### src/include/nts_verify_macros.svh
`ifndef NTS_VERIFY_MACROS_SVH
`define NTS_VERIFY_MACROS_SVH

//--------------------------------------------------------------------------
// Bus widths
//--------------------------------------------------------------------------

`define NTS_RX_ADDR_W  11   // RX buffer byte address
`define NTS_BYTES_W    10   // Copy length in bytes
`define NTS_WORD_W     64   // Working memory word
`define NTS_KEY_W      256  // AES-SIV-CMAC-256 key

//--------------------------------------------------------------------------
// Working memory layout
//--------------------------------------------------------------------------

`define NTS_MEM_ADDR_W 8    // 256 words of 64 bits

// Word addresses, both even so a pair forms one engine block
`define NTS_MEM_NONCE  4    // Nonce pair, engine block 2
`define NTS_MEM_AD     8    // Associated data, engine block 4 onwards

`endif

### src/source/nts_mem_pkg.sv
`include "nts_verify_macros.svh"

package nts_mem_pkg;

  typedef logic [`NTS_MEM_ADDR_W-1:0] nts_mem_addr_t;
  typedef logic [`NTS_WORD_W-1:0]     nts_word_t;

  // Single word write into one memory port
  typedef struct packed {
    logic          en;
    logic          we;
    nts_mem_addr_t addr;
    nts_word_t     data;
  } nts_mem_wr_t;

  typedef struct packed {
    nts_word_t msb;   // Even word address
    nts_word_t lsb;   // Odd word address
  } nts_block_words_t;

  // Engine sees one 128-bit block, memory sees two words
  typedef union packed {
    logic [2*`NTS_WORD_W-1:0] block;
    nts_block_words_t         w;
  } nts_block_u;

endpackage

### src/source/nts_siv_port.sv
`include "nts_verify_macros.svh"

module nts_siv_port (
  input  logic                    i_clk,
  input  logic                    i_areset,
  input  logic                    i_unwrapped_c2s,
  input  logic [2:0]              i_unwrapped_word,
  input  logic [31:0]             i_unwrapped_data,
  input  logic [1:0]              i_tag_we,
  input  nts_mem_pkg::nts_word_t  i_tag_word,
  input  logic                    i_core_cs,
  output logic [`NTS_KEY_W-1:0]   o_core_key,
  output nts_mem_pkg::nts_block_u o_core_tag,
  output logic                    o_core_ack
);

  logic [`NTS_KEY_W-1:0]  key_q;      // Client-to-server key
  nts_mem_pkg::nts_word_t tag_q [2];  // Received tag, [0] is msb
  logic                   ack_q;

  always_ff @(posedge i_clk) begin
    if (i_unwrapped_c2s) key_q[{i_unwrapped_word, 5'b0} +: 32] <= i_unwrapped_data;
    if (i_tag_we[0]) tag_q[0] <= i_tag_word;
    if (i_tag_we[1]) tag_q[1] <= i_tag_word;
  end

  always_ff @(posedge i_clk or posedge i_areset) begin
    if (i_areset) ack_q <= 1'b0;
    else          ack_q <= i_core_cs;   // Memory answers one cycle after cs
  end

  assign o_core_key = key_q;   // 256-bit mode only
  assign o_core_ack = ack_q;

  always_comb begin
    o_core_tag.w.msb = tag_q[0];
    o_core_tag.w.lsb = tag_q[1];
  end

endmodule

### config.mk
export PLATFORM = sky130hd
export DESIGN_NAME = nts_siv_port
export DESIGN_NICKNAME = d
export VERILOG_FILES = /design/src/source/nts_mem_pkg.sv /design/src/source/nts_siv_port.sv
export VERILOG_INCLUDE_DIRS = /design/src /design/src/include
export SDC_FILE = /design/constraint.sdc
export NUM_CORES = 1
export LEC_CHECK = 0
export ABC_CLOCK_PERIOD_IN_PS = 1100
export BUFFER_PORTS_ARGS = -buffer_cell sky130_fd_sc_hd__clkbuf_2
export CAP_MARGIN = 20
export CORE_UTILIZATION = 30
export DETAILED_ROUTE_END_ITERATION = 10
export PLACE_DENSITY = 0.58
export SYNTH_ARGS = -nofsm -noshare
export SYNTH_HDL_FRONTEND = slang
export SYNTH_SLANG_ARGS = --single-unit
### constraint.sdc
create_clock -name i_clk -period 1.1 [get_ports i_clk]
set_input_delay 0.11 -clock i_clk [delete_from_list [all_inputs] [get_ports i_clk]]
set_output_delay 0.11 -clock i_clk [all_outputs]
set_load 0.01 [all_outputs]
### After elaboration in Yosys (flattened, before gate mapping)

Memory sizes are Yosys's and may differ from the RTL's.
Cells that the tools add are included.
Widths: inputs -> output; s select.

* bits in registers: 257
* RAM bits: 128
* input bits: 105
* memories kept: 1

* add/sub/neg operators: 1
* shift operators: 2
* multiplexer cells: 5

Memory list
* tag_q: depth 2, bits a word 64, rd ports 2, clocked after memory_dff 0, write ports 2, line nts_siv_port.sv:18 `nts_mem_pkg::nts_word_t tag_q [2];`

Operators with widths (count)
* $bwmux 256: 1
* $shift 32x10->256 const A: 1
* $shiftx 32x10->256: 1
* $neg 8->10: 1
* $mux 1: 4

### Longest topological paths before layout

Gate-level depths: netlist (run 1).

* word-level depth: 3
* depth in mapped cells: 9
* mapped depth without buffers: 5

### Worst setup path before layout (run 1)

OpenSTA, ideal clock, no wires.

* path type: input-to-reg
* from: input port i_unwrapped_word[0]
* to: register key_q[64], in the netlist o_core_key[64] (enable)
* library setup time: 0.441 ns
* data arrival time: 3.197 ns
* path slack: -2.538 ns
* stages: 8
* buffers on the path: 3
* path through: inv_1 > clkbuf_1 > ha_1 > ha_1 > buf_6 > nand2_4 > buf_6 > nor4b_2

RTL lines
* start, declared: line nts_siv_port.sv:7 `input logic [2:0] i_unwrapped_word,`
* end signal, assigned by index: line nts_siv_port.sv:22 `if (i_unwrapped_c2s) key_q[{i_unwrapped_word, 5'b0} +: 32] <= i_unwrapped_data;`
* end, declared: line nts_siv_port.sv:17 `` logic [`NTS_KEY_W-1:0] key_q; ``

==> results of run 1 <==
registers in the layout, summed over array words and instances, names as in the netlist:
name,cells
o_core_ack,1
o_core_key,256
tag_q,128
power groups by stage:
stage	clock, mW	combinational [mW]	sequential, mW
6_report	14.9	5.27	17.1
5_1_grt	15.8	5.46	17.2
4_1_cts	15.2	4.66	17.1
3_5_place_dp	0	3.45	17.4
3_3_place_gp	0	3.43	17.4
2_1_floorplan	0	1.07	17.7
area by class of cell:
type | instances | area (µm²)
inverters | 4 | 27.5
repair buffers | 722 | 6450
clock buffers | 49 | 1100
clock inverters | 27 | 343
flip-flops and latches | 385 | 11600
diodes | 1 | 2.50
multi-input cells | 312 | 3620
well taps | 615 | 769
fillers | 3936 | 24100
logic make-up after synthesis:
group	Yosys count	share of synthesized area, %
fa+ha+maj	3	0.257
buf+inv	58	2.61
flops	385	79.1
simple gates	309	18.1
Yosys cell counts (2+ instances only):
library cell / n / area (µm²)
buf_6: 18 / 203
ha_1: 3 / 37.5
nor3_2: 10 / 100
and3_1: 23 / 144
clkbuf_2: 11 / 55.1
nor4b_2: 67 / 1010
and4bb_2: 2 / 25.0
buf_2: 12 / 60.1
nor2_1: 2 / 7.51
nor2_2: 2 / 12.5
clkbuf_1: 13 / 48.8
inv_1: 4 / 15.0
edfxtp_1: 384 / 11500
and4_1: 10 / 87.6
nor3_1: 24 / 120
and2_1: 128 / 801
nand3b_1: 33 / 248
placed cells by master (no fill, tap or decap), drive strengths merged, types with 2 or more instances in the layout:
| master | count |
|---|---|
| and2 | 128 |
| and3 | 23 |
| and4 | 10 |
| and4bb | 2 |
| buf | 219 |
| bufinv | 8 |
| clkbuf | 485 |
| clkinv | 16 |
| dlygate4sd3 | 67 |
| edfxtp | 384 |
| ha | 3 |
| inv | 6 |
| nand2 | 2 |
| nand3b | 33 |
| nor2 | 4 |
| nor3 | 34 |
| nor4b | 68 |
per-layer routing:
metal	GRT usage [%]	wire (µm)
met2	40.0	30700
met1	28.2	23200
met3	6.43	5250
met4	9.08	2630
met5	0	0
what timing repair did:
action	in CTS	in global routing
setup buffers	46	17
gates cloned	37	19
setup endpoints to repair	837	859
hold buffers	67	0
pin swaps	41	39
resized for setup	175	301
hold endpoints to repair	130	0
through the flow:
step                      util (%)  hold slack [ns]  setup slack (ns)  setup TNS [ns]
after floorplan                  -           -0.161             -1.57         -362.39
after global placement        38.6          -0.0745            -0.794         -340.64
after detailed placement      38.6          -0.0670            -0.866         -352.59
after CTS                     47.5           0.0182            -0.232          -97.71
after global routing          49.8           0.0440            -0.288         -124.06
final                         49.8           0.0754            -0.286         -100.03
final timing paths:
check	end	start	depth (start not counted)	slack, ns
setup / recovery	o_core_key[99]$_DFFE_PP_	i_unwrapped_word[0]	9	-0.29
hold / removal	o_core_key[169]$_DFFE_PP_	i_unwrapped_data[9]	3	0.08
max in group asynchronous	o_core_ack$_DFF_PP0_	i_areset	4	0.54
min in group asynchronous	o_core_ack$_DFF_PP0_	i_areset	4	0.47
==> metrics.md, run 1 <==
| Metric | Value |
|---|---|
| Outcome | `complete, but fails checks` |
| Violated checks | `setup timing` |
| Vias in the first global route | `10200` |
| Worst-path clk slew | `0.06 ns` |
| Top-Level Pins | `490` |
| Power per Cell Area | `1560 nW/µm²` |
| P_int | `28.4 mW` |
| Syn Nets | `863` |
| Clk buf depth | `3` |
| Sw frac | `24.0%` |
| CTS root buf | `clkbuf_16` |
| Row count | `80` |
| Slack of the critical path | `-0.286 ns` |
| Yosys warns | `0` |
| Maximum vdd ir drop | `1020 µV` |
| Detailed Place HPWL | `37400 µm` |
| Clock Sinks | `385` |
| Die Y | `223 µm` |
| Fin crit period | `1.39 ns` |
| FFs w/ async S/R, synth | `0.260%` |
| Final WL | `61700 µm` |
| CP max FO | `5` |
| Worst Tran Pin Value | `0.555 ns` |
| Core Area | `47900 µm²` |
| IO buf count | `489` |
| Gpl congestion | `0.861` |
| Max-Cap Viols | `0` |
| CP arrival | `1.65 ns` |
| Avg WL per Cell | `29.2 µm` |
| CP endpoint kind | `flip-flop` |
| GRT overflow | `0` |
| HP Class | `in -> reg` |
| Largest net degree at the start of global routing | `65` |
| Initial antenna violation count | `8` |
| Seq/Total Area, Yosys | `79.1%` |
| Worst path slowest cell | `ha_4` |
| Vias post-DR | `10200` |
| Fmax | `721 MHz` |
| CTS tree | `built` |
| Layout area overhead | `63.3%` |
| Combinational power share | `14.1%` |
| Crit path max-delay family | `buffers and inverters` |
| Cell Area, Placed | `18500 µm²` |
| Tot Pwr | `37.3 mW` |
| RSZ-0062 raised after global routing | `true` |
| Setup CP Type | `in -> reg` |
| Die area | `49600 µm²` |
| Main synth FF type | `edfxtp_1` |
| Post-synth cell types | `26` |
| First-pass GRT wire length | `79700 µm` |
| Chip Width | `223 µm` |
| Vias/cell | `4.83` |
| Critical Path Start Type | `input pin` |
| # DRC | `0` |
| Clock share of power | `40.0%` |
| Final setup fails | `824` |
| Net Sw Power | `8.96 mW` |
| Final antenna-violating net count | `0` |
| Max-Slew Margin vs Limit | `63.0%` |
| Fin cells | `2115` |
| Yosys reg bits | `385` |
| Total track usage | `23.5%` |
| Sequential power share | `45.9%` |
| Period utilisation layout | `126%` |
| Fin. Hold Viols | `0` |
| Finished layout cell area | `23900 µm²` |
| Synthesized area | `14600 µm²` |
| Number of synthesized flops with an enable pin | `384` |
| H-tree levels | `2` |
| Placed cell count | `1876` |
| CP bufs+invs | `5` |
| Final nets | `1575` |
| Critical Path RT | `1.37 ns` |
| Slew Limit Fails | `0` |
| Post-Synthesis Cells | `755` |
| Starting density of the core | `30.5%` |
| Syn avg cell area | `19.4 µm²` |
| Detailed router's first-iteration violation count | `828` |
| CTS Buf Count | `42` |
| CP Cell Sequence | `clkbuf_16 -> clkinv_8 -> ha_4 -> ha_4 -> buf_6 -> and4bb_2 -> and2_4 -> buf_12 -> clkbuf_16` |
| Layout cells sized above 1 | `61.7%` |
| Pre-antenna DRT Iters | `5` |
| Leak pwr | `8.83 nW` |
| Slowest stage delay, CP | `0.28 ns` |
No activity file was read; power rests on OpenSTA's default activity.
==> run 2: changes to the inputs <==
- ABC_AREA: unset -> 1
- PLACE_DENSITY: 0.58 -> 0.59
==> metrics.md, run 2 <==
| Metric | Value |
|---|---|
| Final nets | `1693 (was 1575)` |
| Post-synth top area share | `84.2% (was 78.9%)` |
| RSZ-0062 raised after global routing | `true (unchanged)` |
| Row count | `77 (was 80)` |
| Vias/cell | `4.73 (was 4.83)` |
| Period utilisation layout | `121% (was 126%)` |
| Critical Path Start Type | `input pin (unchanged)` |
| Max-Cap Viols | `0 (unchanged)` |
| Finished Core Util | `48.5% (was 49.8%)` |
| CP Cell Sequence | `clkbuf_16 -> inv_12 -> ha_4 -> ha_4 -> buf_6 -> inv_8 -> nand3_4 -> buf_6 -> buf_6 -> nor2_4 -> buf_12 -> clkbuf_16 (was clkbuf_16 -> clkinv_8 -> ha_4 -> ha_4 -> buf_6 -> and4bb_2 -> and2_4 -> buf_12 -> clkbuf_16)` |
| Outcome | `complete, but fails checks (unchanged)` |
| CTS Buf Count | `42 (unchanged)` |
| Sw frac | `24.3% (was 24.0%)` |
| # DRC | `0 (unchanged)` |
| Top-Level Pins | `490 (unchanged)` |
| IO buf count | `489 (unchanged)` |
| Final TNS setup | `-76.35 ns (was -100.03 ns)` |
| Yosys warns | `0 (unchanged)` |
| Post-Synthesis Cells | `894 (was 755)` |
| Critical Path End | `o_core_key[210]$_DFFE_PP_ (was o_core_key[99]$_DFFE_PP_)` |
| FFs w/ async S/R, synth | `0.260% (unchanged)` |
| Most Frequent Cell on Critical Path | `buf_6` |
| Slowest stage delay, CP | `0.23 ns (was 0.28 ns)` |
| CTS tree | `built (unchanged)` |
| Pre-antenna DRT Iters | `5 (unchanged)` |
| Combinational power share | `12.6% (was 14.1%)` |
| Synthesized area | `13700 µm² (was 14600 µm²)` |
| Worst path slowest cell | `ha_4 (unchanged)` |
| Clk buf depth | `3 (unchanged)` |
| Detailed Place HPWL | `35900 µm (was 37400 µm)` |
| Vias post-DR | `10400 (was 10200)` |
| Final antenna-violating net count | `0 (unchanged)` |
| HP Class | `in -> reg (unchanged)` |
| Chip Width | `216 µm (was 223 µm)` |
| Final WL | `53800 µm (was 61700 µm)` |
| Vias in the first global route | `10200 (about the same)` |
| CP endpoint kind | `flip-flop (unchanged)` |
| Die area | `46500 µm² (was 49600 µm²)` |
| Gpl congestion | `0.881 (was 0.861)` |
| Maximum vdd ir drop | `1040 µV (was 1020 µV)` |
| Clock share of power | `38.2% (was 40.0%)` |
| Ant diodes | `0 (was 1)` |
| Critical Path RT | `1.36 ns (was 1.37 ns)` |
| Cell with the most instances after synthesis | `edfxtp_1 (unchanged)` |
| Syn avg cell area | `15.3 µm² (was 19.4 µm²)` |
| CTS root buf | `clkbuf_16 (unchanged)` |
| P_int | `26.3 mW (was 28.4 mW)` |
| Fin. Hold Viols | `0 (unchanged)` |
| Slack of the critical path | `-0.231 ns (was -0.286 ns)` |
| Largest net degree at the start of global routing | `59 (was 65)` |
| Main synth FF type | `edfxtp_1 (unchanged)` |
| Hold path depth | `3 (unchanged)` |
| Avg WL per Cell | `24.4 µm (was 29.2 µm)` |
| Top cells by area, synth | `edfxtp_1 84%, nor2_1 7.2%, nand2_1 1.8% (was edfxtp_1 79%, nor4b_2 6.9%, and2_1 5.5%)` |
| Placed cell count | `1989 (was 1876)` |
| Total track usage | `22.2% (was 23.5%)` |
| Slew Limit Fails | `0 (unchanged)` |
| Sequential Area | `11600 µm² (unchanged)` |
| Most frequent cells in the layout | `431 x clkbuf_2, 384 x edfxtp_1, 230 x nor2_1 (was 408 x clkbuf_2, 384 x edfxtp_1, 94 x and2_4)` |
| Yosys reg bits | `385 (unchanged)` |
| Seq/Total Area, Yosys | `84.4% (was 79.1%)` |
| Fmax | `751 MHz (was 721 MHz)` |
| Max reg flops | `256 (unchanged)` |
| GRT overflow | `0 (unchanged)` |
| Starting density of the core | `30.7% (was 30.5%)` |
| Final setup fails | `841 (was 824)` |
| Net Sw Power | `8.47 mW (was 8.96 mW)` |
| Place WS | `-0.821 ns (was -0.866 ns)` |
| CP arrival | `1.59 ns (was 1.65 ns)` |
| Detailed router's first-iteration violation count | `746 (was 828)` |
| Most common cell after layout, fill and taps aside | `clkbuf_2 (unchanged)` |
| Setup crit start | `i_unwrapped_word[0] (unchanged)` |
| Hold slack | `0.0284 ns (was 0.0754 ns)` |
| Fin crit period | `1.33 ns (was 1.39 ns)` |
| Multi-input gate area | `2180 µm² (was 3620 µm²)` |
| Violated checks | `setup timing (unchanged)` |
| Fin cells | `2205 (was 2115)` |
| Syn Nets | `1002 (was 863)` |
| Max-Slew Margin vs Limit | `70.8% (was 63.0%)` |
| Post-synth cell types | `17 (was 26)` |
| H-tree levels | `2 (unchanged)` |
| Leak pwr | `8.13 nW (was 8.83 nW)` |
| Number of synthesized flops with an enable pin | `384 (unchanged)` |
| Worst-path clk slew | `0.06 ns (about the same)` |
| Biggest area consumer among synthesized cells | `edfxtp_1 (unchanged)` |
| Clock Sinks | `385 (unchanged)` |
| Layout cells sized above 1 | `46.5% (was 61.7%)` |
| Power per Cell Area | `1610 nW/µm² (was 1560 nW/µm²)` |
| Die Y | `216 µm (was 223 µm)` |
| Core Area | `44600 µm² (was 47900 µm²)` |
| Sequential power share | `49.2% (was 45.9%)` |
| First-pass GRT wire length | `72200 µm (was 79700 µm)` |
| Initial antenna violation count | `3 (was 8)` |
| Fill cells | `3842 (was 3936)` |
| Most frequent cells after synthesis | `384 x edfxtp_1, 264 x nor2_1, 66 x nand2_1 (was 384 x edfxtp_1, 128 x and2_1, 67 x nor4b_2)` |
| CP max FO | `6 (was 5)` |
| Setup CP Type | `in -> reg (unchanged)` |
| Worst Tran Pin Value | `0.439 ns (was 0.555 ns)` |
| Layout area overhead | `57.9% (was 63.3%)` |
## run 2: logic make-up (layout without fill, tap and decap cells)
kind of cell	after synthesis	in the layout	share of synthesized area, %
flops	385	385	84.4
fa+ha+maj	3	3	0.274
simple gates	416	416	12.7
buf+inv	90	809	2.70
## run 2: critical path: cells and delay by family
| family | cells | cell delay (ns) |
|---|---|---|
| adder cells (fa/ha/maj) | 2 | 0.39 |
| buffers and inverters | 8 | 0.90 |
| AND/OR/NAND/NOR | 2 | 0.17 |
## run 2: worst min-delay path by stage
stage | slack, ns | to | from
after CTS | 0.01 | o_core_key[3]$_DFFE_PP_ | i_unwrapped_data[3]
after detailed placement | -0.07 | o_core_ack$_DFF_PP0_ | i_areset
after global placement | -0.08 | o_core_ack$_DFF_PP0_ | i_areset
final | 0.03 | o_core_key[10]$_DFFE_PP_ | i_unwrapped_data[10]
after floorplan | -0.16 | o_core_ack$_DFF_PP0_ | i_areset
after global routing | 0.03 | o_core_key[156]$_DFFE_PP_ | i_unwrapped_data[28]
## run 2: per-layer routing
metal,share of wire [%],GRT usage (%)
met5,0.050,0
met4,5.3,12.4
met3,9.8,7.32
met2,49,36.7
met1,36,25.2
## run 2: what timing repair did
action,4_1_cts,5_1_grt
pin swaps,11,36
buffers inserted,36,7
hold buffers,71,0
gates cloned,26,11
endpoints found under the hold margin,138,0
setup endpoints to repair,815,872
gates resized for setup,100,188
## run 2: cell type report
cell class	instances	share of cell area [%]
clock inverters	21	0.764
repair buffers	694	26.3
inverters	43	0.897
well taps	592	3.43
flip-flops and latches	385	53.4
multi-input cells	419	10.1
clock buffers	51	5.12
## run 2: power by group through the flow
stage	clock, mW	sequential, mW	combinational, mW
final	13.3	17.1	4.38
after global routing	14.1	17.2	4.61
after CTS	13.6	17.1	4.04
after detailed placement	0	17.4	3.20
after global placement	0	17.4	3.18
after floorplan	0	17.7	0.873
## run 2: per-stage QoR
| step | power, mW | area [µm²] |
|---|---|---|
| 2_1_floorplan | 18.6 | 13900 |
| 3_3_place_gp | 20.6 | 17500 |
| 3_5_place_dp | 20.6 | 17500 |
| 4_1_cts | 34.7 | 20900 |
| 5_1_grt | 35.8 | 21600 |
| 6_report | 34.8 | 21600 |
==> run 3: changes to the inputs <==
- CELL_PAD_IN_SITES_DETAIL_PLACEMENT: unset -> 0
- CELL_PAD_IN_SITES_GLOBAL_PLACEMENT: unset -> 1
- PLACE_DENSITY: 0.59 -> 0.69
==> metrics.md, run 3 (synthesis results as in run 2) <==
| Metric | Value |
|---|---|
| Avg WL per Cell | `24.9 µm (was 24.4 µm)` |
| Final nets | `1688 (was 1693)` |
| First-pass GRT wire length | `73200 µm (was 72200 µm)` |
| Vias in the first global route | `9997 (was 10200)` |
| Combinational power share | `12.0% (was 12.6%)` |
| Setup CP Type | `in -> reg (unchanged)` |
| GRT overflow | `0 (unchanged)` |
| CP bufs+invs | `6 (was 8)` |
| CTS Buf Count | `42 (unchanged)` |
| Pre-antenna DRT Iters | `5 (unchanged)` |
| Outcome | `complete, but fails checks (unchanged)` |
| Row count | `77 (unchanged)` |
| Core Area | `44600 µm² (unchanged)` |
| CP Cell Sequence | `clkbuf_16 -> inv_12 -> ha_4 -> ha_4 -> buf_12 -> nand3_4 -> buf_12 -> nor2_4 -> buf_6 -> buf_12 (was clkbuf_16 -> inv_12 -> ha_4 -> ha_4 -> buf_6 -> inv_8 -> nand3_4 -> buf_6 -> buf_6 -> nor2_4 -> buf_12 -> clkbuf_16)` |
| Top-Level Pins | `490 (unchanged)` |
| Clock Sinks | `385 (unchanged)` |
| Max reg flops | `256 (unchanged)` |
| Detailed router's first-iteration violation count | `856 (was 746)` |
| IO buf count | `489 (unchanged)` |
| Worst Tran Pin Value | `0.435 ns (was 0.439 ns)` |
| Most frequent cells in the layout | `415 x clkbuf_2, 384 x edfxtp_1, 253 x nor2_1 (was 431 x clkbuf_2, 384 x edfxtp_1, 230 x nor2_1)` |
| H-tree levels | `2 (unchanged)` |
| CTS tree | `built (unchanged)` |
| Final setup fails | `790 (was 841)` |
| Fmax | `759 MHz (was 751 MHz)` |
| Clk buf depth | `3 (unchanged)` |
| CP endpoint kind | `flip-flop (unchanged)` |
| Finished Core Util | `47.5% (was 48.5%)` |
| Worst path slowest cell | `ha_4 (unchanged)` |
| Leak pwr | `8.05 nW (was 8.13 nW)` |
| Placed cell count | `1989 (unchanged)` |
| Final antenna-violating net count | `0 (unchanged)` |
| CP arrival | `1.60 ns (was 1.59 ns)` |
| Layout area overhead | `54.8% (was 57.9%)` |
| Sw frac | `24.1% (was 24.3%)` |
| Final WL | `54900 µm (was 53800 µm)` |
| Vias post-DR | `10200 (was 10400)` |
| Die Y | `216 µm (unchanged)` |
| Layer carrying the most global-route usage | `met2 (unchanged)` |
| Fill cells | `3878 (was 3842)` |
| Multi-input gate area | `1960 µm² (was 2180 µm²)` |
| Tot Pwr | `35.6 mW (was 34.8 mW)` |
| CTS root buf | `clkbuf_16 (unchanged)` |
| Slowest stage delay, CP | `0.30 ns (was 0.23 ns)` |
| Most Frequent Cell on Critical Path | `buf_12 (was buf_6)` |
| Most common cell after layout, fill and taps aside | `clkbuf_2 (unchanged)` |
| Slew Limit Fails | `0 (unchanged)` |
| P_int | `27.1 mW (was 26.3 mW)` |
| Total track usage | `22.6% (was 22.2%)` |
| Sequential power share | `48.0% (was 49.2%)` |
| Fin. Hold Viols | `0 (unchanged)` |
| Worst-path clk slew | `0.06 ns (about the same)` |
| Routing usage on met2 | `38.6% (was 36.7%)` |
| Detailed Place HPWL | `37000 µm (was 35900 µm)` |
| Sequential Area | `11600 µm² (unchanged)` |
| Chip Width | `216 µm (unchanged)` |
| Violated checks | `setup timing (unchanged)` |
| Layout cells sized above 1 | `44.5% (was 46.5%)` |
| CP max FO | `6 (unchanged)` |
| Max-Slew Margin vs Limit | `71.0% (was 70.8%)` |
| Starting density of the core | `30.7% (unchanged)` |
| Maximum vdd ir drop | `1060 µV (was 1040 µV)` |
| RSZ-0062 raised after global routing | `true (unchanged)` |
| Max-Cap Viols | `0 (unchanged)` |
| Critical Path Start Type | `input pin (unchanged)` |
| Crit path max-delay family | `buffers and inverters (unchanged)` |
| Period utilisation layout | `120% (was 121%)` |
| Fin crit period | `1.32 ns (was 1.33 ns)` |
| Hold slack | `0.0118 ns (was 0.0284 ns)` |
| Vias/cell | `4.65 (was 4.73)` |
| Met3 usage | `8.13% (was 7.32%)` |
| Fin cells | `2203 (was 2205)` |
| Met1 Use GR | `26.1% (was 25.2%)` |
| # DRC | `0 (unchanged)` |
| Initial antenna violation count | `2 (was 3)` |
| Die area | `46500 µm² (unchanged)` |
| Slack of the critical path | `-0.218 ns (was -0.231 ns)` |
| Largest net degree at the start of global routing | `36 (was 59)` |
| Ant diodes | `0 (unchanged)` |
| Net Sw Power | `8.59 mW (was 8.47 mW)` |
| Gpl congestion | `0.838 (was 0.881)` |
| HP Class | `in -> reg (unchanged)` |
| Power per Cell Area | `1680 nW/µm² (was 1610 nW/µm²)` |
| Critical Path RT | `1.38 ns (was 1.36 ns)` |
| Clock share of power | `40.0% (was 38.2%)` |
==> run 3: final cells by class <==
class | instances | area share [%]
Sequential cell | 385 | 54.5
Timing Repair Buffer | 689 | 25.4
Multi-Input combinational cell | 419 | 9.25
Clock inverter | 21 | 1.01
Tap cell | 592 | 3.49
Inverter | 43 | 0.903
Clock buffer | 54 | 5.47
==> run 3: stage by stage <==
stage               setup slack, ns  instance area, µm²  setup TNS [ns]
floorplan                    -0.861               13900         -269.11
global placement             -0.769               17500         -336.35
detailed placement           -0.830               17500         -349.49
CTS                          -0.219               20700          -72.18
global route                 -0.218               21200          -99.48
finish                       -0.218               21200          -76.92
==> run 3: final timing paths <==
path | startpoint | to | cells after the start
worst min-delay path | i_unwrapped_data[18] | o_core_key[18]$_DFFE_PP_ | 3
worst max-delay path | i_unwrapped_word[0] | o_core_key[113]$_DFFE_PP_ | 10
min in group asynchronous | i_areset | o_core_ack$_DFF_PP0_ | 4
max in group asynchronous | i_areset | o_core_ack$_DFF_PP0_ | 4
==> run 3: power by group through the flow <==
stage,logic (mW),clock network (mW),registers (mW)
finish,4.28,14.3,17.1
global route,4.49,15.0,17.2
CTS,4.01,14.6,17.1
detailed placement,3.25,0,17.4
global placement,3.24,0,17.4
floorplan,0.873,0,17.7
==> run 3: tightest hold or removal path: cells and delay by family <==
kind | cells | cell delay [ns]
buffers and inverters | 2 | 0.26
and+or+nand+nor | 1 | 0.04
==> run 3: per-layer routing <==
| layer | up-vias | routed length, µm |
|---|---|---|
| met2 | 536 | 27000 |
| met3 | 106 | 5640 |
| li1 | 4544 | - |
| met1 | 5051 | 20000 |
| met4 | 2 | 2200 |
| met5 | - | 13 |
==> run 3: what timing repair did <==
| action | 4_1_cts | 5_1_grt |
|---|---|---|
| pin swaps | 13 | 12 |
| hold buffers | 72 | 0 |
| endpoints found under the setup margin | 813 | 862 |
| gates cloned | 16 | 8 |
| gates resized for setup | 90 | 136 |
| hold endpoints to repair | 142 | 0 |
| setup buffers | 41 | 12 |
