$ cat src/include/nts_verify_macros.svh
`ifndef NTS_VERIFY_MACROS_SVH
`define NTS_VERIFY_MACROS_SVH

//--------------------------------------------------------------------------
// Bus widths
//--------------------------------------------------------------------------

`define NTS_RX_ADDR_W  11   // RX buffer byte address
`define NTS_BYTES_W    10   // Copy length in bytes
`define NTS_WORD_W     64   // Working memory word
`define NTS_KEY_W      256  // AES-SIV-CMAC-256 key

//--------------------------------------------------------------------------
// Working memory layout
//--------------------------------------------------------------------------

`define NTS_MEM_ADDR_W 8    // 256 words of 64 bits

// Word addresses, both even so a pair forms one engine block
`define NTS_MEM_NONCE  4    // Nonce pair, engine block 2
`define NTS_MEM_AD     8    // Associated data, engine block 4 onwards

`endif

$ cat src/source/nts_ctrl_pkg.sv
`include "nts_verify_macros.svh"

package nts_ctrl_pkg;

  // One-hot operation strobes plus the RX copy window
  typedef struct packed {
    logic                      copy_ad;       // RX to memory at AD base
    logic                      copy_nonce;    // RX to memory at nonce base
    logic                      copy_tag;      // RX to tag registers
    logic                      verify;        // Start engine in decrypt mode
    logic                      generate_tag;  // Store prefetched nonce pair
    logic [`NTS_RX_ADDR_W-1:0] rx_addr;       // First byte in RX buffer
    logic [`NTS_BYTES_W-1:0]   rx_bytes;      // Bytes to copy
  } nts_op_t;

  // Sequencer state, also selects the memory owner
  typedef enum logic [2:0] {
    ST_IDLE,
    ST_RX_INIT,        // First RX read pending
    ST_RX_COPY,        // Words go to working memory
    ST_RX_TAG,         // Words go to tag registers
    ST_VERIFY_WAIT0,   // Engine start in flight
    ST_VERIFY_WAIT1,   // Waiting for engine ready
    ST_NONCE_STORE,    // Pair write, both memory ports
    ST_ERROR           // Rejected operation
  } nts_state_t;

  typedef struct packed {
    logic                      rd_en;
    logic [`NTS_RX_ADDR_W-1:0] addr;
  } nts_rx_req_t;

endpackage

$ cat src/source/nts_verify_seq.sv
`include "nts_verify_macros.svh"

module nts_verify_seq (
  input  logic                     i_clk,
  input  logic                     i_areset,
  input  nts_ctrl_pkg::nts_op_t    i_op,
  input  logic                     i_rx_done,
  input  logic                     i_nonce_pair_valid,
  input  logic                     i_core_ready,
  input  logic                     i_core_tag_ok,
  output nts_ctrl_pkg::nts_state_t o_state,
  output logic                     o_core_start,
  output logic [19:0]              o_core_ad_length,
  output logic                     o_busy,
  output logic                     o_verify_tag_ok
);

  nts_ctrl_pkg::nts_state_t state_q;
  nts_ctrl_pkg::nts_state_t state_d;
  logic        tag_mode_q;   // Current RX copy targets the tag registers
  logic [19:0] ad_len_q;
  logic        start_q;
  logic        tag_ok_q;
  logic        idle;
  logic        copy_acc;     // Any RX copy accepted
  logic        verify_acc;

  assign idle       = (state_q == nts_ctrl_pkg::ST_IDLE);
  assign copy_acc   = idle && (i_op.copy_ad || i_op.copy_nonce || i_op.copy_tag);
  assign verify_acc = idle && !copy_acc && i_op.verify;   // Copies win

  //--------------------------------------------------------------------------
  // Next state
  //--------------------------------------------------------------------------

  always_comb begin
    state_d = state_q;
    case (state_q)
      nts_ctrl_pkg::ST_IDLE: begin
        if (copy_acc) state_d = nts_ctrl_pkg::ST_RX_INIT;
        else if (verify_acc) state_d = nts_ctrl_pkg::ST_VERIFY_WAIT0;
        else if (i_op.generate_tag) begin
          state_d = i_nonce_pair_valid ? nts_ctrl_pkg::ST_NONCE_STORE
                                       : nts_ctrl_pkg::ST_ERROR;
        end
      end
      nts_ctrl_pkg::ST_RX_INIT: begin
        // Copier holds the first read until wait drops
        if (i_rx_done) state_d = nts_ctrl_pkg::ST_IDLE;
        else state_d = tag_mode_q ? nts_ctrl_pkg::ST_RX_TAG : nts_ctrl_pkg::ST_RX_COPY;
      end
      nts_ctrl_pkg::ST_RX_COPY,
      nts_ctrl_pkg::ST_RX_TAG:       if (i_rx_done) state_d = nts_ctrl_pkg::ST_IDLE;
      nts_ctrl_pkg::ST_VERIFY_WAIT0: state_d = nts_ctrl_pkg::ST_VERIFY_WAIT1;
      nts_ctrl_pkg::ST_VERIFY_WAIT1: if (i_core_ready) state_d = nts_ctrl_pkg::ST_IDLE;
      default:                       state_d = nts_ctrl_pkg::ST_IDLE;   // Store, error
    endcase
  end

  always_ff @(posedge i_clk or posedge i_areset) begin
    if (i_areset) begin
      state_q    <= nts_ctrl_pkg::ST_IDLE;
      tag_mode_q <= 1'b0;
      ad_len_q   <= '0;
      start_q    <= 1'b0;
      tag_ok_q   <= 1'b0;
    end else begin
      state_q <= state_d;
      start_q <= verify_acc;                          // One-cycle engine start
      if (copy_acc) tag_mode_q <= !i_op.copy_ad && !i_op.copy_nonce && i_op.copy_tag;
      if (idle && i_op.copy_ad) ad_len_q <= {10'b0, i_op.rx_bytes};
      if (verify_acc) tag_ok_q <= 1'b0;               // Stale result cleared
      else if (state_q == nts_ctrl_pkg::ST_VERIFY_WAIT1 && i_core_ready) begin
        tag_ok_q <= i_core_tag_ok;
      end
    end
  end

  assign o_state          = state_q;
  assign o_core_start     = start_q;
  assign o_core_ad_length = ad_len_q;
  assign o_busy           = !idle;
  assign o_verify_tag_ok  = tag_ok_q;

  // Every consumer decodes the state so it must never go unknown
  a_state_known: assert property (@(posedge i_clk) disable iff (i_areset)
    !$isunknown(state_q));

endmodule

$ cat config.mk
export PLATFORM = sky130hd
export DESIGN_NAME = nts_verify_seq
export DESIGN_NICKNAME = d
export VERILOG_FILES = /design/src/source/nts_ctrl_pkg.sv /design/src/source/nts_verify_seq.sv
export VERILOG_INCLUDE_DIRS = /design/src /design/src/include
export SDC_FILE = /design/constraint.sdc
export NUM_CORES = 1
export LEC_CHECK = 0
export BUFFER_PORTS_ARGS = -buffer_cell sky130_fd_sc_hd__buf_2
export CAP_MARGIN = 10
export CORE_ASPECT_RATIO = 0.8
export CORE_MARGIN = 2
export CORE_UTILIZATION = 43
export DETAILED_ROUTE_END_ITERATION = 6
export PLACE_DENSITY = 0.86
export SLEW_MARGIN = 30
export SYNTH_ARGS = -nofsm -noshare
export SYNTH_HDL_FRONTEND = slang
export SYNTH_SLANG_ARGS = --single-unit
export TNS_END_PERCENT = 20
$ cat constraint.sdc
create_clock -name i_clk -period 3.7 [get_ports i_clk]
set_input_delay 0.37 -clock i_clk [delete_from_list [all_inputs] [get_ports i_clk]]
set_output_delay 0.37 -clock i_clk [all_outputs]
set_load 0.03 [all_outputs]
# == Yosys cells after proc, flatten, opt, wreduce, memory -nomap -nowiden ==
# Cells that the tools add are included.
# op_classes
n_eq_ne,8
muxes,11
reduce_logical,17
# op_table
cell,count
3-bit two-way mux,5
3-bit one-hot mux with 5 select lines,1
1-bit logical AND,7
3-bit by 2-bit == test with 1-bit output (second input constant),2
3-bit == test (second input constant),2
1-bit logical NOT,4
1-bit two-way mux,4
2-bit != test (second input constant),2
4-bit by 2-bit != test with 1-bit output (second input constant),1
3-bit by 1-bit == test with 1-bit output (second input constant),1
3-bit logical NOT,1
3-bit AND reduction,1
1-bit logical OR,2
2-bit two-way mux,1
2-bit nonzero test,1
2-bit OR reduction,1
# word_totals
regBits,16
input_bits,32
out_inout_bits,26
word_cells,41

# == Logic depth before layout (Yosys ltp) ==
# Gate-level depths: netlist of run 1.
# logic_depth
ltp_word,9
mapped_depth,5
ltp_nobuf,3

# == Least setup slack after synthesis of run 1 ==
# Ideal clock, no wire load.
# synth_timing
kind,reg2reg
startpoint,register state_q[2] (netlist: o_state[2])
endpoint,register ad_len_q[0] (netlist: o_core_ad_length[0])
setup_time_ns,0.125
t_arrival_ns,1.473
setup_slack_ns,2.101
stages_incl_launch_ff,6
n_path_buf,2
period_less_slack_ns,1.599
path_cell_list,dfrtp_1 > buf_6 > nor3_4 > and2_4 > buf_12 > mux2_4
# synth_via
elab_chain_len,2
# synth_lines
item,line_no,rtl
"start, declared",nts_verify_seq.sv:18,nts_ctrl_pkg::nts_state_t state_q;
"start signal, assigned",nts_verify_seq.sv:62,state_q <= nts_ctrl_pkg::ST_IDLE;
"start signal, assigned",nts_verify_seq.sv:68,state_q <= state_d;
3-bit logical NOT,nts_verify_seq.sv:28,assign idle = (state_q == nts_ctrl_pkg::ST_IDLE);
1-bit logical AND,nts_verify_seq.sv:71,"if (idle && i_op.copy_ad) ad_len_q <= {10'b0, i_op.rx_bytes};"
"end signal, assigned",nts_verify_seq.sv:71,
"end, declared",nts_verify_seq.sv:21,logic [19:0] ad_len_q;
# No other way between the ends.
# A chain may end at the register's enable or synchronous reset.

# == Final worst setup path of run 1 ==
# layout_timing
startpoint,register state_q[2] (netlist: o_state[2])
endpoint,output port o_busy
# layout_via
elab_chain_len,2
# layout_lines
item,line_no,rtl
3-bit logical NOT,nts_verify_seq.sv:28,
1-bit logical NOT,nts_verify_seq.sv:82,assign o_busy = !idle;
"end, declared",nts_verify_seq.sv:14,"output logic o_busy,"
# No other way between the ends.

==> flow_metrics.py, run 1 <==
metrics = {
    "run_status": {
        "outcome": "completed",
    },
    "sta": {
        "timing_max_transition_violations_final": 0,
        "fin_tns_setup_ns": 0,
        "grt_setup_unrepaired": "no",
        "fin_crit_sh": 0.455,
        "max_freq_ghz": 0.594,
        "min_period_ns": 1.68,
        "setup_viol": 0,
        "hold_slack_ns": 0.134,
        "slew-limit-headroom": 0.630,
        "setup_ws_ns": 2.02,
        "tightestPinTransition_ns": 0.554,
        "fin_worst_skew_ns": 0.00131,
        "final-hold-violation-count": 0,
    },
    "worst_setup_path": {
        "kind_of_launch_point_of_the_worst_setup_path": "flop",
        "critPathRequiredTime_ns": 3.33,
        "worstRegToRegCells": 3,
        "worstPathArrival_ns": 1.31,
        "crit_path_max_fanout": 9,
        "ff2ff_setup_slack_ns": 2.16,
        "r2r_end": "o_core_ad_length[8]$_DFFE_PP0P_",
        "worst_setup_path_end_kind": "primary output",
        "timing.critical_path.to": "o_busy",
        "startpoint": "o_state[2]$_DFFE_PP0P_",
        "worst_r2r_start": "o_state[2]$_DFFE_PP0P_",
        "worstSetupPathType": "reg2out",
    },
    "pwr": {
        "power-per-cell-area_nw_per_um2": 875,
        "vdd.ir_drop.worst_v": 0.000360,
        "p_leak_nw": 0.550,
    },
    "cells_and_area": {
        "multi_input_comb_area_sq_um": 363,
        "nFillCells": 156,
        "most-common-layout-cells": "36 x sky130_fd_sc_hd__buf_2, 16 x sky130_fd_sc_hd__dfrtp_1, 10 x sky130_fd_sc_hd__mux2_4, 10 x sky130_fd_sc_hd__conb_1, 4 x sky130_fd_sc_hd__a21oi_1",
        "area_growth_syn_to_layout_pct": 20.5,
        "register_area_sq_um": 400,
        "finalNetCount": 137,
        "n_antenna_cell": 0,
        "drive_above_1_share": 0.538,
        "finalNonFillerCells": 128,
        "final_common_cell": "sky130_fd_sc_hd__buf_2",
    },
    "synth": {
        "ys.warnings.count": 0,
        "netlist_area_sq_um": 847,
        "synth-seq-area-share": 0.473,
        "mean_instance_size_in_the_synthesized_netlist_sq_um": 12.6,
        "post_synth_num_cell_types": 23,
        "synth-seq-cells": 16,
        "synth_cells": 67,
    },
    "clock_tree": {
        "postCtsSetupBuffers": 0,
        "cts.repair.resized": 0,
        "clock_insertion_delay_worst_skew_ns": 0.27,
        "numCtsBuffers": 3,
        "cts_tree": "built",
        "clk_path_buf_depth": 2,
        "cts_hold_buf": 0,
        "register_clock_pin_slew_on_the_reported_worst_setup_and_hold_paths_ns": 0.08,
        "cts_max_level": 1,
        "clock_tree.root_cell": "sky130_fd_sc_hd__clkbuf_4",
        "number_of_sinks_on_the_clock_net": 16,
    },
    "global_route": {
        "antenna_violations_before_repair": 0,
        "grt_start_max_net_pins": 17,
        "grt_pass1_wl_microns": 2450,
        "grt-ovfl-total": 0,
        "track_usage": 0.149,
        "number_of_global_route_vias_before_repair": 550,
    },
    "placed_design": {
        "place.port_buffers": 36,
        "dp_slack_ns": 2.16,
        "numPlacedInstances": 124,
        "global_placer_s_final_weighted_congestion": 0.777,
    },
    "die": {
        "dieHeight_microns": 43.7,
        "design.core.area_sq_um": 1870,
        "design.portCount": 58,
        "die-width_microns": 53.6,
        "placementRows": 14,
        "initial_utilization": 0.452,
        "die-area_sq_um": 2340,
    },
    "detailed_routing": {
        "postRouteWirelength_microns": 1530,
        "first_iter_violations": 3,
        "viasPerCell": 4.67,
        "postRouteAntennaNets": 0,
        "routed_wire_length_per_instance_microns": 11.9,
        "vias": 598,
        "drtPass1Iterations": 3,
        "drc_violations_left": 0,
    },
    "run": {
        "max_cap_viols": 0,
    },
    "worst_hold_path": {
        "min-delay-path-class": "in2async",
    },
}
==> layer usage <==
layer  GRT usage  part of all wire
met3      0.0414             0.073
met4      0.0615             0.019
met2       0.244              0.48
met1       0.183              0.43
met5           0                 0
==> cell type report <==
cell class | instances | area share
tap | 24 | 0.0294
clock buffer | 4 | 0.0355
inverter | 3 | 0.0110
sequential | 16 | 0.392
timing repair buffer | 36 | 0.176
multi-input combinational | 45 | 0.355
==> cells by family after synthesis <==
kind of cell	share of synthesized area
flops	0.473
mux	0.201
simple gates	0.118
buf+inv	0.139
other cells	0.00443
compound gates	0.0650
==> state kept, by name, summed over array words and instances, names as in the netlist <==
signal / cells
tag_mode_q: 1
o_state: 3
o_verify_tag_ok: 1
o_core_start: 1
o_core_ad_length: 10
==> worst min-delay path by stage <==
stage | startpoint | to | slack [ns] | cells after the start
floorplan | i_areset | o_core_ad_length[0]$_DFFE_PP0P_ | 0.28 | 1
global placement | i_areset | o_verify_tag_ok$_DFFE_PP0P_ | 0.44 | 2
detailed placement | i_areset | o_core_ad_length[3]$_DFFE_PP0P_ | 0.45 | 2
CTS | i_areset | o_core_ad_length[0]$_DFFE_PP0P_ | 0.14 | 2
global route | i_areset | o_state[1]$_DFFE_PP0P_ | 0.18 | 2
finish | i_areset | o_state[1]$_DFFE_PP0P_ | 0.13 | 2
==> metrics by stage <==
step           utilization  total power, mW  area (sq um)
6_report             0.545            0.893          1020
5_1_grt              0.545            0.952          1020
4_1_cts              0.545            0.905          1020
3_5_place_dp         0.525            0.792           985
3_3_place_gp         0.525            0.778           985
2_1_floorplan            -            0.692           881
==> critical path: stages (launching register included) <==
cell	delay, ns
sky130_fd_sc_hd__dfrtp_1	0.50
sky130_fd_sc_hd__nor3_4	0.29
sky130_fd_sc_hd__inv_1	0.06
sky130_fd_sc_hd__buf_2	0.18
==> report_power, final <==
group          leakage [nW]  total (mW)  internal [mW]  switching (mW)
Sequential            0.196       0.315          0.251          0.0635
Clock                0.0210       0.109         0.0598          0.0492
Combinational         0.333       0.469          0.193           0.276
==> synthesized netlist by cell type <==
master / number / area share
sky130_fd_sc_hd__dfrtp_1: 16 / 0.47
sky130_fd_sc_hd__buf_4: 10 / 0.089
sky130_fd_sc_hd__mux2_4: 10 / 0.18
sky130_fd_sc_hd__a21oi_1: 4 / 0.024
sky130_fd_sc_hd__inv_1: 3 / 0.013
sky130_fd_sc_hd__nor2_1: 3 / 0.013
sky130_fd_sc_hd__mux2i_1: 2 / 0.024
sky130_fd_sc_hd__nand2_1: 2 / 0.0089
sky130_fd_sc_hd__nand4b_1: 2 / 0.021
sky130_fd_sc_hd__or2_2: 2 / 0.015
sky130_fd_sc_hd__a211o_1: 1 / 0.010
sky130_fd_sc_hd__and2_4: 1 / 0.010
sky130_fd_sc_hd__and3_2: 1 / 0.0089
sky130_fd_sc_hd__buf_12: 1 / 0.024
sky130_fd_sc_hd__buf_6: 1 / 0.013
sky130_fd_sc_hd__conb_1: 1 / 0.0044
sky130_fd_sc_hd__nor3_1: 1 / 0.0059
sky130_fd_sc_hd__nor3_4: 1 / 0.019
sky130_fd_sc_hd__nor4_1: 1 / 0.0074
sky130_fd_sc_hd__o211ai_1: 1 / 0.0089
sky130_fd_sc_hd__o31a_2: 1 / 0.012
sky130_fd_sc_hd__o32ai_1: 1 / 0.010
sky130_fd_sc_hd__or2b_1: 1 / 0.0089
Power figures use the tool's default switching activity.
==> run 2, diff against run 1 <==
--- a/config.mk
+++ b/config.mk
@@ -10,9 +10,9 @@
 export CAP_MARGIN = 10
 export CORE_ASPECT_RATIO = 0.8
 export CORE_MARGIN = 2
-export CORE_UTILIZATION = 43
+export CORE_UTILIZATION = 36
 export DETAILED_ROUTE_END_ITERATION = 6
-export PLACE_DENSITY = 0.86
+export PLACE_DENSITY = 0.77
 export SLEW_MARGIN = 30
 export SYNTH_ARGS = -nofsm -noshare
 export SYNTH_HDL_FRONTEND = slang
==> constraint.sdc (replaced) <==
create_clock -name i_clk -period 1.4 [get_ports i_clk]
set_input_delay 0.14 -clock i_clk [delete_from_list [all_inputs] [get_ports i_clk]]
set_output_delay 0.14 -clock i_clk [all_outputs]
set_load 0.03 [all_outputs]
==> flow_metrics.py, run 2 (same netlist as run 1, synthesis figures left out) <==
metrics = {
    "sta": {
        "grt_setup_unrepaired": "yes",
        "slew-limit-headroom": 0.603,
        "max_freq_ghz": 0.717,
        "fin_worst_skew_ns": 0.00237,
        "tightestPinTransition_ns": 0.595,
        "fin_crit_sh": 0.996,
        "timing_max_transition_violations_final": 0,
        "setup_viol": 0,
        "min_period_ns": 1.39,
        "final-hold-violation-count": 0,
    },
    "run_status": {
        "outcome": "completed",
    },
    "global_route": {
        "grt_pass1_wl_microns": 2480,
        "number_of_global_route_vias_before_repair": 557,
        "grt-ovfl-total": 0,
        "track_usage": 0.125,
        "antenna_violations_before_repair": 0,
        "grt_start_max_net_pins": 17,
    },
    "detailed_routing": {
        "postRouteWirelength_microns": 1680,
        "routed_wire_length_per_instance_microns": 12.4,
        "first_iter_violations": 22,
        "vias": 633,
        "viasPerCell": 4.69,
        "drtPass1Iterations": 4,
        "drc_violations_left": 0,
        "postRouteAntennaNets": 0,
    },
    "pwr": {
        "p_int_mw": 1.40,
        "power_switching_share": 0.431,
        "pwr-share-comb": 0.579,
        "power_frac_clock": 0.099,
        "power.switching_mw": 1.07,
        "power-per-cell-area_nw_per_um2": 2300,
        "vdd.ir_drop.worst_v": 0.00120,
        "seqPwrFrac": 0.322,
        "p_leak_nw": 0.572,
    },
    "clock_tree": {
        "number_of_sinks_on_the_clock_net": 16,
        "clock_tree.root_cell": "sky130_fd_sc_hd__clkbuf_4",
        "clk_path_buf_depth": 2,
        "clock_insertion_delay_worst_skew_ns": 0.28,
        "numCtsBuffers": 3,
        "cts_tree": "built",
        "register_clock_pin_slew_on_the_reported_worst_setup_and_hold_paths_ns": 0.09,
        "cts_max_level": 1,
    },
    "cells_and_area": {
        "register_area_sq_um": 404,
        "final_core_utilization": 0.489,
        "finalNetCount": 143,
        "finalNonFillerCells": 135,
        "multi_input_comb_area_sq_um": 363,
        "most-common-layout-cells": "35 x sky130_fd_sc_hd__buf_2, 13 x sky130_fd_sc_hd__dfrtp_1, 10 x sky130_fd_sc_hd__mux2_4, 10 x sky130_fd_sc_hd__conb_1",
        "final_common_cell": "sky130_fd_sc_hd__buf_2",
        "drive_above_1_share": 0.582,
        "nFillCells": 216,
        "largest_reg_flops": 10,
        "area_growth_syn_to_layout_pct": 26.7,
        "n_antenna_cell": 0,
    },
    "worst_setup_path": {
        "worstSetupPathType": "reg2reg",
        "critPathRequiredTime_ns": 1.57,
        "kind_of_launch_point_of_the_worst_setup_path": "flop",
        "crit_path_max_fanout": 10,
        "worstPathArrival_ns": 1.56,
        "worst_setup_path_end_kind": "flop",
    },
    "die": {
        "design.portCount": 58,
        "dieHeight_microns": 47.4,
        "design.core.area_sq_um": 2200,
        "initial_utilization": 0.386,
        "die-width_microns": 58.2,
        "die-area_sq_um": 2760,
        "placementRows": 15,
    },
    "placed_design": {
        "numPlacedInstances": 129,
        "place.port_buffers": 36,
        "dpl.hpwl_microns": 1340,
        "global_placer_s_final_weighted_congestion": 0.683,
    },
    "run": {
        "max_cap_viols": 0,
    },
    "worst_hold_path": {
        "min-delay-path-class": "in2reg",
    },
}
==> run 2: changes by cell type in the layout (fill, tap and decap cells not counted), moves of 2 or more <==
| cell | before | now |
|---|---|---|
| sky130_fd_sc_hd__buf_4 | 0 | 4 |
| sky130_fd_sc_hd__dfrtp_1 | 16 | 13 |
| sky130_fd_sc_hd__dfrtp_2 | 0 | 3 |
| sky130_fd_sc_hd__buf_6 | 0 | 2 |
==> run 2: worst paths after layout <==
path | startpoint | end | slack [ns] | cells past startpoint
max in group asynchronous | i_areset | o_state[2]$_DFFE_PP0P_ | 0.52 | 3
hold reg to reg | o_core_ad_length[7]$_DFFE_PP0P_ | o_core_ad_length[7]$_DFFE_PP0P_ | 0.51 | 1
setup / recovery | o_state[2]$_DFFE_PP0P_ | o_core_ad_length[0]$_DFFE_PP0P_ | 0.006 | 3
min in group asynchronous | i_areset | o_core_ad_length[4]$_DFFE_PP0P_ | 0.46 | 3
hold / removal | i_op[8] | o_core_ad_length[8]$_DFFE_PP0P_ | 0.08 | 2
setup reg to reg | o_state[2]$_DFFE_PP0P_ | o_core_ad_length[0]$_DFFE_PP0P_ | 0.006 | 3
==> run 2: final cells by class <==
cell class | count | share of cell area
well taps | 25 | 0.0291
inverters | 3 | 0.0105
multi-input cells | 45 | 0.338
flip-flops and latches | 16 | 0.376
repair buffers | 42 | 0.221
clock buffers | 4 | 0.0245
==> run 2: critical path: stages, from the launching register on <==
cell and delay (ns):
sky130_fd_sc_hd__dfrtp_2 0.43, sky130_fd_sc_hd__nor3_4 0.23, sky130_fd_sc_hd__and2_4 0.30, sky130_fd_sc_hd__mux2_4 0.32
==> run 2: through the flow <==
step	TNS, ns	power [mW]	worst slack, ns	area (sq um)	hold WS [ns]
after floorplan	-0.891	1.84	-0.0891	885	0.0535
after global placement	0	2.14	0.0616	1020	0.226
after detailed placement	0	2.18	0.00510	1020	0.240
after CTS	-0.107	2.50	-0.0187	1070	0.0738
after global routing	-0.419	2.62	-0.0484	1070	0.0719
final	0	2.47	0.00618	1070	0.0847
==> run 2: metal layers <==
layer | track usage | share of wire | vias to the layer above
met5 | 0 | 0 | -
met4 | 0.0419 | 0 | 0
met3 | 0.0358 | 0.089 | 0
met2 | 0.218 | 0.51 | 33
met1 | 0.153 | 0.41 | 303
li1 | - | - | 297
==> run 2: power groups by stage <==
stage | logic [mW] | clock network [mW] | registers [mW]
2_1_floorplan | 0.642 | 0 | 1.20
3_3_place_gp | 1.35 | 0 | 0.788
3_5_place_dp | 1.38 | 0 | 0.802
4_1_cts | 1.44 | 0.256 | 0.799
5_1_grt | 1.53 | 0.274 | 0.818
6_report | 1.43 | 0.244 | 0.795
==> run 2: repair_timing <==
| item | CTS | global route |
|---|---|---|
| gates resized for setup | 3 | 1 |
| hold buffers | 1 | 0 |
| gates cloned | 0 | 0 |
| endpoints found under the setup margin | 7 | 11 |
| pin swaps | 1 | 0 |
| hold endpoints to repair | 16 | 0 |
| setup buffers | 1 | 0 |
==> run 3, diff against run 2 <==
==> constraint.sdc (replaced) <==
create_clock -name i_clk -period 1.2 [get_ports i_clk]
set_input_delay 0.12 -clock i_clk [delete_from_list [all_inputs] [get_ports i_clk]]
set_output_delay 0.12 -clock i_clk [all_outputs]
set_load 0.03 [all_outputs]
==> flow_metrics.py, run 3 (same netlist as run 1, synthesis figures left out) <==
metrics = {
    "worst_setup_path": {
        "worst_r2r_start": "o_state[0]$_DFFE_PP0P_",
        "critPathRequiredTime_ns": 1.08,
        "kind_of_launch_point_of_the_worst_setup_path": "flop",
        "r2r_end": "o_core_ad_length[6]$_DFFE_PP0P_",
        "worst_setup_path_end_kind": "primary output",
        "worstPathArrival_ns": 1.23,
        "ff2ff_setup_slack_ns": -0.14,
        "worstSetupPathType": "reg2out",
        "worstRegToRegCells": 3,
        "crit_path_max_fanout": 3,
    },
    "cells_and_area": {
        "final_common_cell": "sky130_fd_sc_hd__buf_2",
        "n_antenna_cell": 0,
        "finalNonFillerCells": 136,
        "area_growth_syn_to_layout_pct": 30.7,
        "design_area_sq_um": 1110,
        "drive_above_1_share": 0.613,
        "nFillCells": 188,
        "finalNetCount": 144,
        "most-common-layout-cells": "35 x sky130_fd_sc_hd__buf_2, 13 x sky130_fd_sc_hd__dfrtp_1, 10 x sky130_fd_sc_hd__mux2_4, 10 x sky130_fd_sc_hd__conb_1",
        "largest_reg_flops": 10,
    },
    "run": {
        "max_cap_viols": 0,
    },
    "placed_design": {
        "place_area_sq_um": 1020,
        "numPlacedInstances": 129,
        "place.port_buffers": 36,
        "global_placer_s_final_weighted_congestion": 0.719,
    },
    "clock_tree": {
        "register_clock_pin_slew_on_the_reported_worst_setup_and_hold_paths_ns": 0.09,
        "cts_tree": "built",
        "clock_tree.root_cell": "sky130_fd_sc_hd__clkbuf_4",
        "number_of_sinks_on_the_clock_net": 16,
        "numCtsBuffers": 3,
        "cts_max_level": 1,
        "clock_insertion_delay_worst_skew_ns": 0.28,
        "clk_path_buf_depth": 2,
    },
    "pwr": {
        "power_frac_clock": 0.097,
        "vdd.ir_drop.worst_v": 0.00161,
        "power.switching_mw": 1.28,
        "power_switching_share": 0.432,
        "seqPwrFrac": 0.314,
        "p_int_mw": 1.68,
        "power-per-cell-area_nw_per_um2": 2670,
        "p_leak_nw": 0.579,
        "pwr-share-comb": 0.589,
    },
    "sta": {
        "fin_worst_skew_ns": 0.000690,
        "timing_max_transition_violations_final": 0,
        "slew-limit-headroom": 0.608,
        "fin_crit_sh": 1.13,
        "min_period_ns": 1.35,
        "tightestPinTransition_ns": 0.587,
        "grt_setup_unrepaired": "yes",
        "setup_viol": 12,
        "final-hold-violation-count": 0,
        "hold_slack_ns": 0.0645,
        "max_freq_ghz": 0.740,
        "setup_ws_ns": -0.151,
    },
    "detailed_routing": {
        "postRouteWirelength_microns": 1710,
        "routed_wire_length_per_instance_microns": 12.6,
        "postRouteAntennaNets": 0,
        "drc_violations_left": 0,
        "drtPass1Iterations": 4,
        "vias": 642,
        "viasPerCell": 4.72,
        "first_iter_violations": 13,
    },
    "global_route": {
        "grt_start_max_net_pins": 17,
        "grt_pass1_wl_microns": 2560,
        "track_usage": 0.127,
        "grt-ovfl-total": 0,
        "antenna_violations_before_repair": 0,
        "number_of_global_route_vias_before_repair": 570,
    },
    "worst_hold_path": {
        "hold_start": "i_op[0]",
        "min-delay-path-class": "in2reg",
        "worst_hold_path.endpoint": "o_core_ad_length[0]$_DFFE_PP0P_",
        "worst_hold_path_cell_count": 2,
    },
    "run_status": {
        "failed_checks": "setup timing",
        "outcome": "finished, violations left",
    },
    "die": {
        "die-area_sq_um": 2760,
        "design.core.area_sq_um": 2200,
        "die-width_microns": 58.2,
        "initial_utilization": 0.386,
        "design.portCount": 58,
        "dieHeight_microns": 47.4,
        "placementRows": 15,
    },
}
==> run 3: repair_timing <==
| action | 4_1_cts | 5_1_grt |
|---|---|---|
| endpoints found under the hold margin | 16 | 0 |
| setup buffers | 0 | 1 |
| cloned | 0 | 1 |
| setup endpoints to repair | 12 | 15 |
| pin swaps | 1 | 4 |
| resized for setup | 4 | 6 |
| hold buffers | 1 | 0 |
==> run 3: power by group through the flow <==
stage,registers (mW),logic [mW],clock network (mW)
after floorplan,1.40,0.748,0
after global placement,0.924,1.57,0
after CTS,0.923,1.66,0.298
final,0.927,1.74,0.287
after detailed placement,0.932,1.60,0
after global routing,0.956,1.85,0.331
==> run 3: worst max path at each step <==
| stage | from | end | slack (ns) | depth (start not counted) |
|---|---|---|---|---|
| finish | o_state[0]$_DFFE_PP0P_ | o_busy | -0.15 | 4 |
| global route | o_state[0]$_DFFE_PP0P_ | o_busy | -0.20 | 4 |
| CTS | o_state[2]$_DFFE_PP0P_ | o_core_ad_length[9]$_DFFE_PP0P_ | -0.18 | 3 |
| detailed placement | o_state[0]$_DFFE_PP0P_ | o_core_ad_length[9]$_DFFE_PP0P_ | -0.15 | 3 |
| global placement | o_state[0]$_DFFE_PP0P_ | o_core_ad_length[9]$_DFFE_PP0P_ | -0.1 | 3 |
| floorplan | o_state[2]$_DFFE_PP0P_ | o_core_ad_length[0]$_DFFE_PP0P_ | -0.29 | 5 |
==> run 3: per-stage QoR <==
stage / utilization / total power [mW] / TNS (ns) / worst slack, ns
floorplan: - / 2.15 / -2.97 / -0.289
CTS: 0.485 / 2.88 / -1.99 / -0.182
detailed placement: 0.464 / 2.53 / -1.46 / -0.146
finish: 0.504 / 2.95 / -1.48 / -0.151
global route: 0.504 / 3.14 / -1.96 / -0.204
global placement: 0.464 / 2.49 / -1.02 / -0.0999
==> run 3: critical path: stages (launching register included) <==
cell and delay, ns:
sky130_fd_sc_hd__dfrtp_2 0.43, sky130_fd_sc_hd__nor3_4 0.23, sky130_fd_sc_hd__buf_6 0.13, sky130_fd_sc_hd__inv_2 0.03, sky130_fd_sc_hd__buf_6 0.12
==> run 3: layout make-up <==
class	count	area, sq um	share of cell area
clock buffer	4	26.3	0.0237
multi-input combinational	46	393	0.355
inverter	3	11.3	0.0102
tap	25	31.3	0.0282
sequential	16	404	0.365
timing repair buffer	42	241	0.218
==> run 3: routing by layer <==
| metal | up-vias | GRT usage | routed length [microns] |
|---|---|---|---|
| li1 | 303 | - | - |
| met1 | 310 | 0.158 | 730 |
| met2 | 27 | 0.216 | 842 |
| met3 | 2 | 0.0386 | 117 |
| met4 | 0 | 0.0419 | 21 |
| met5 | - | 0 | 0 |
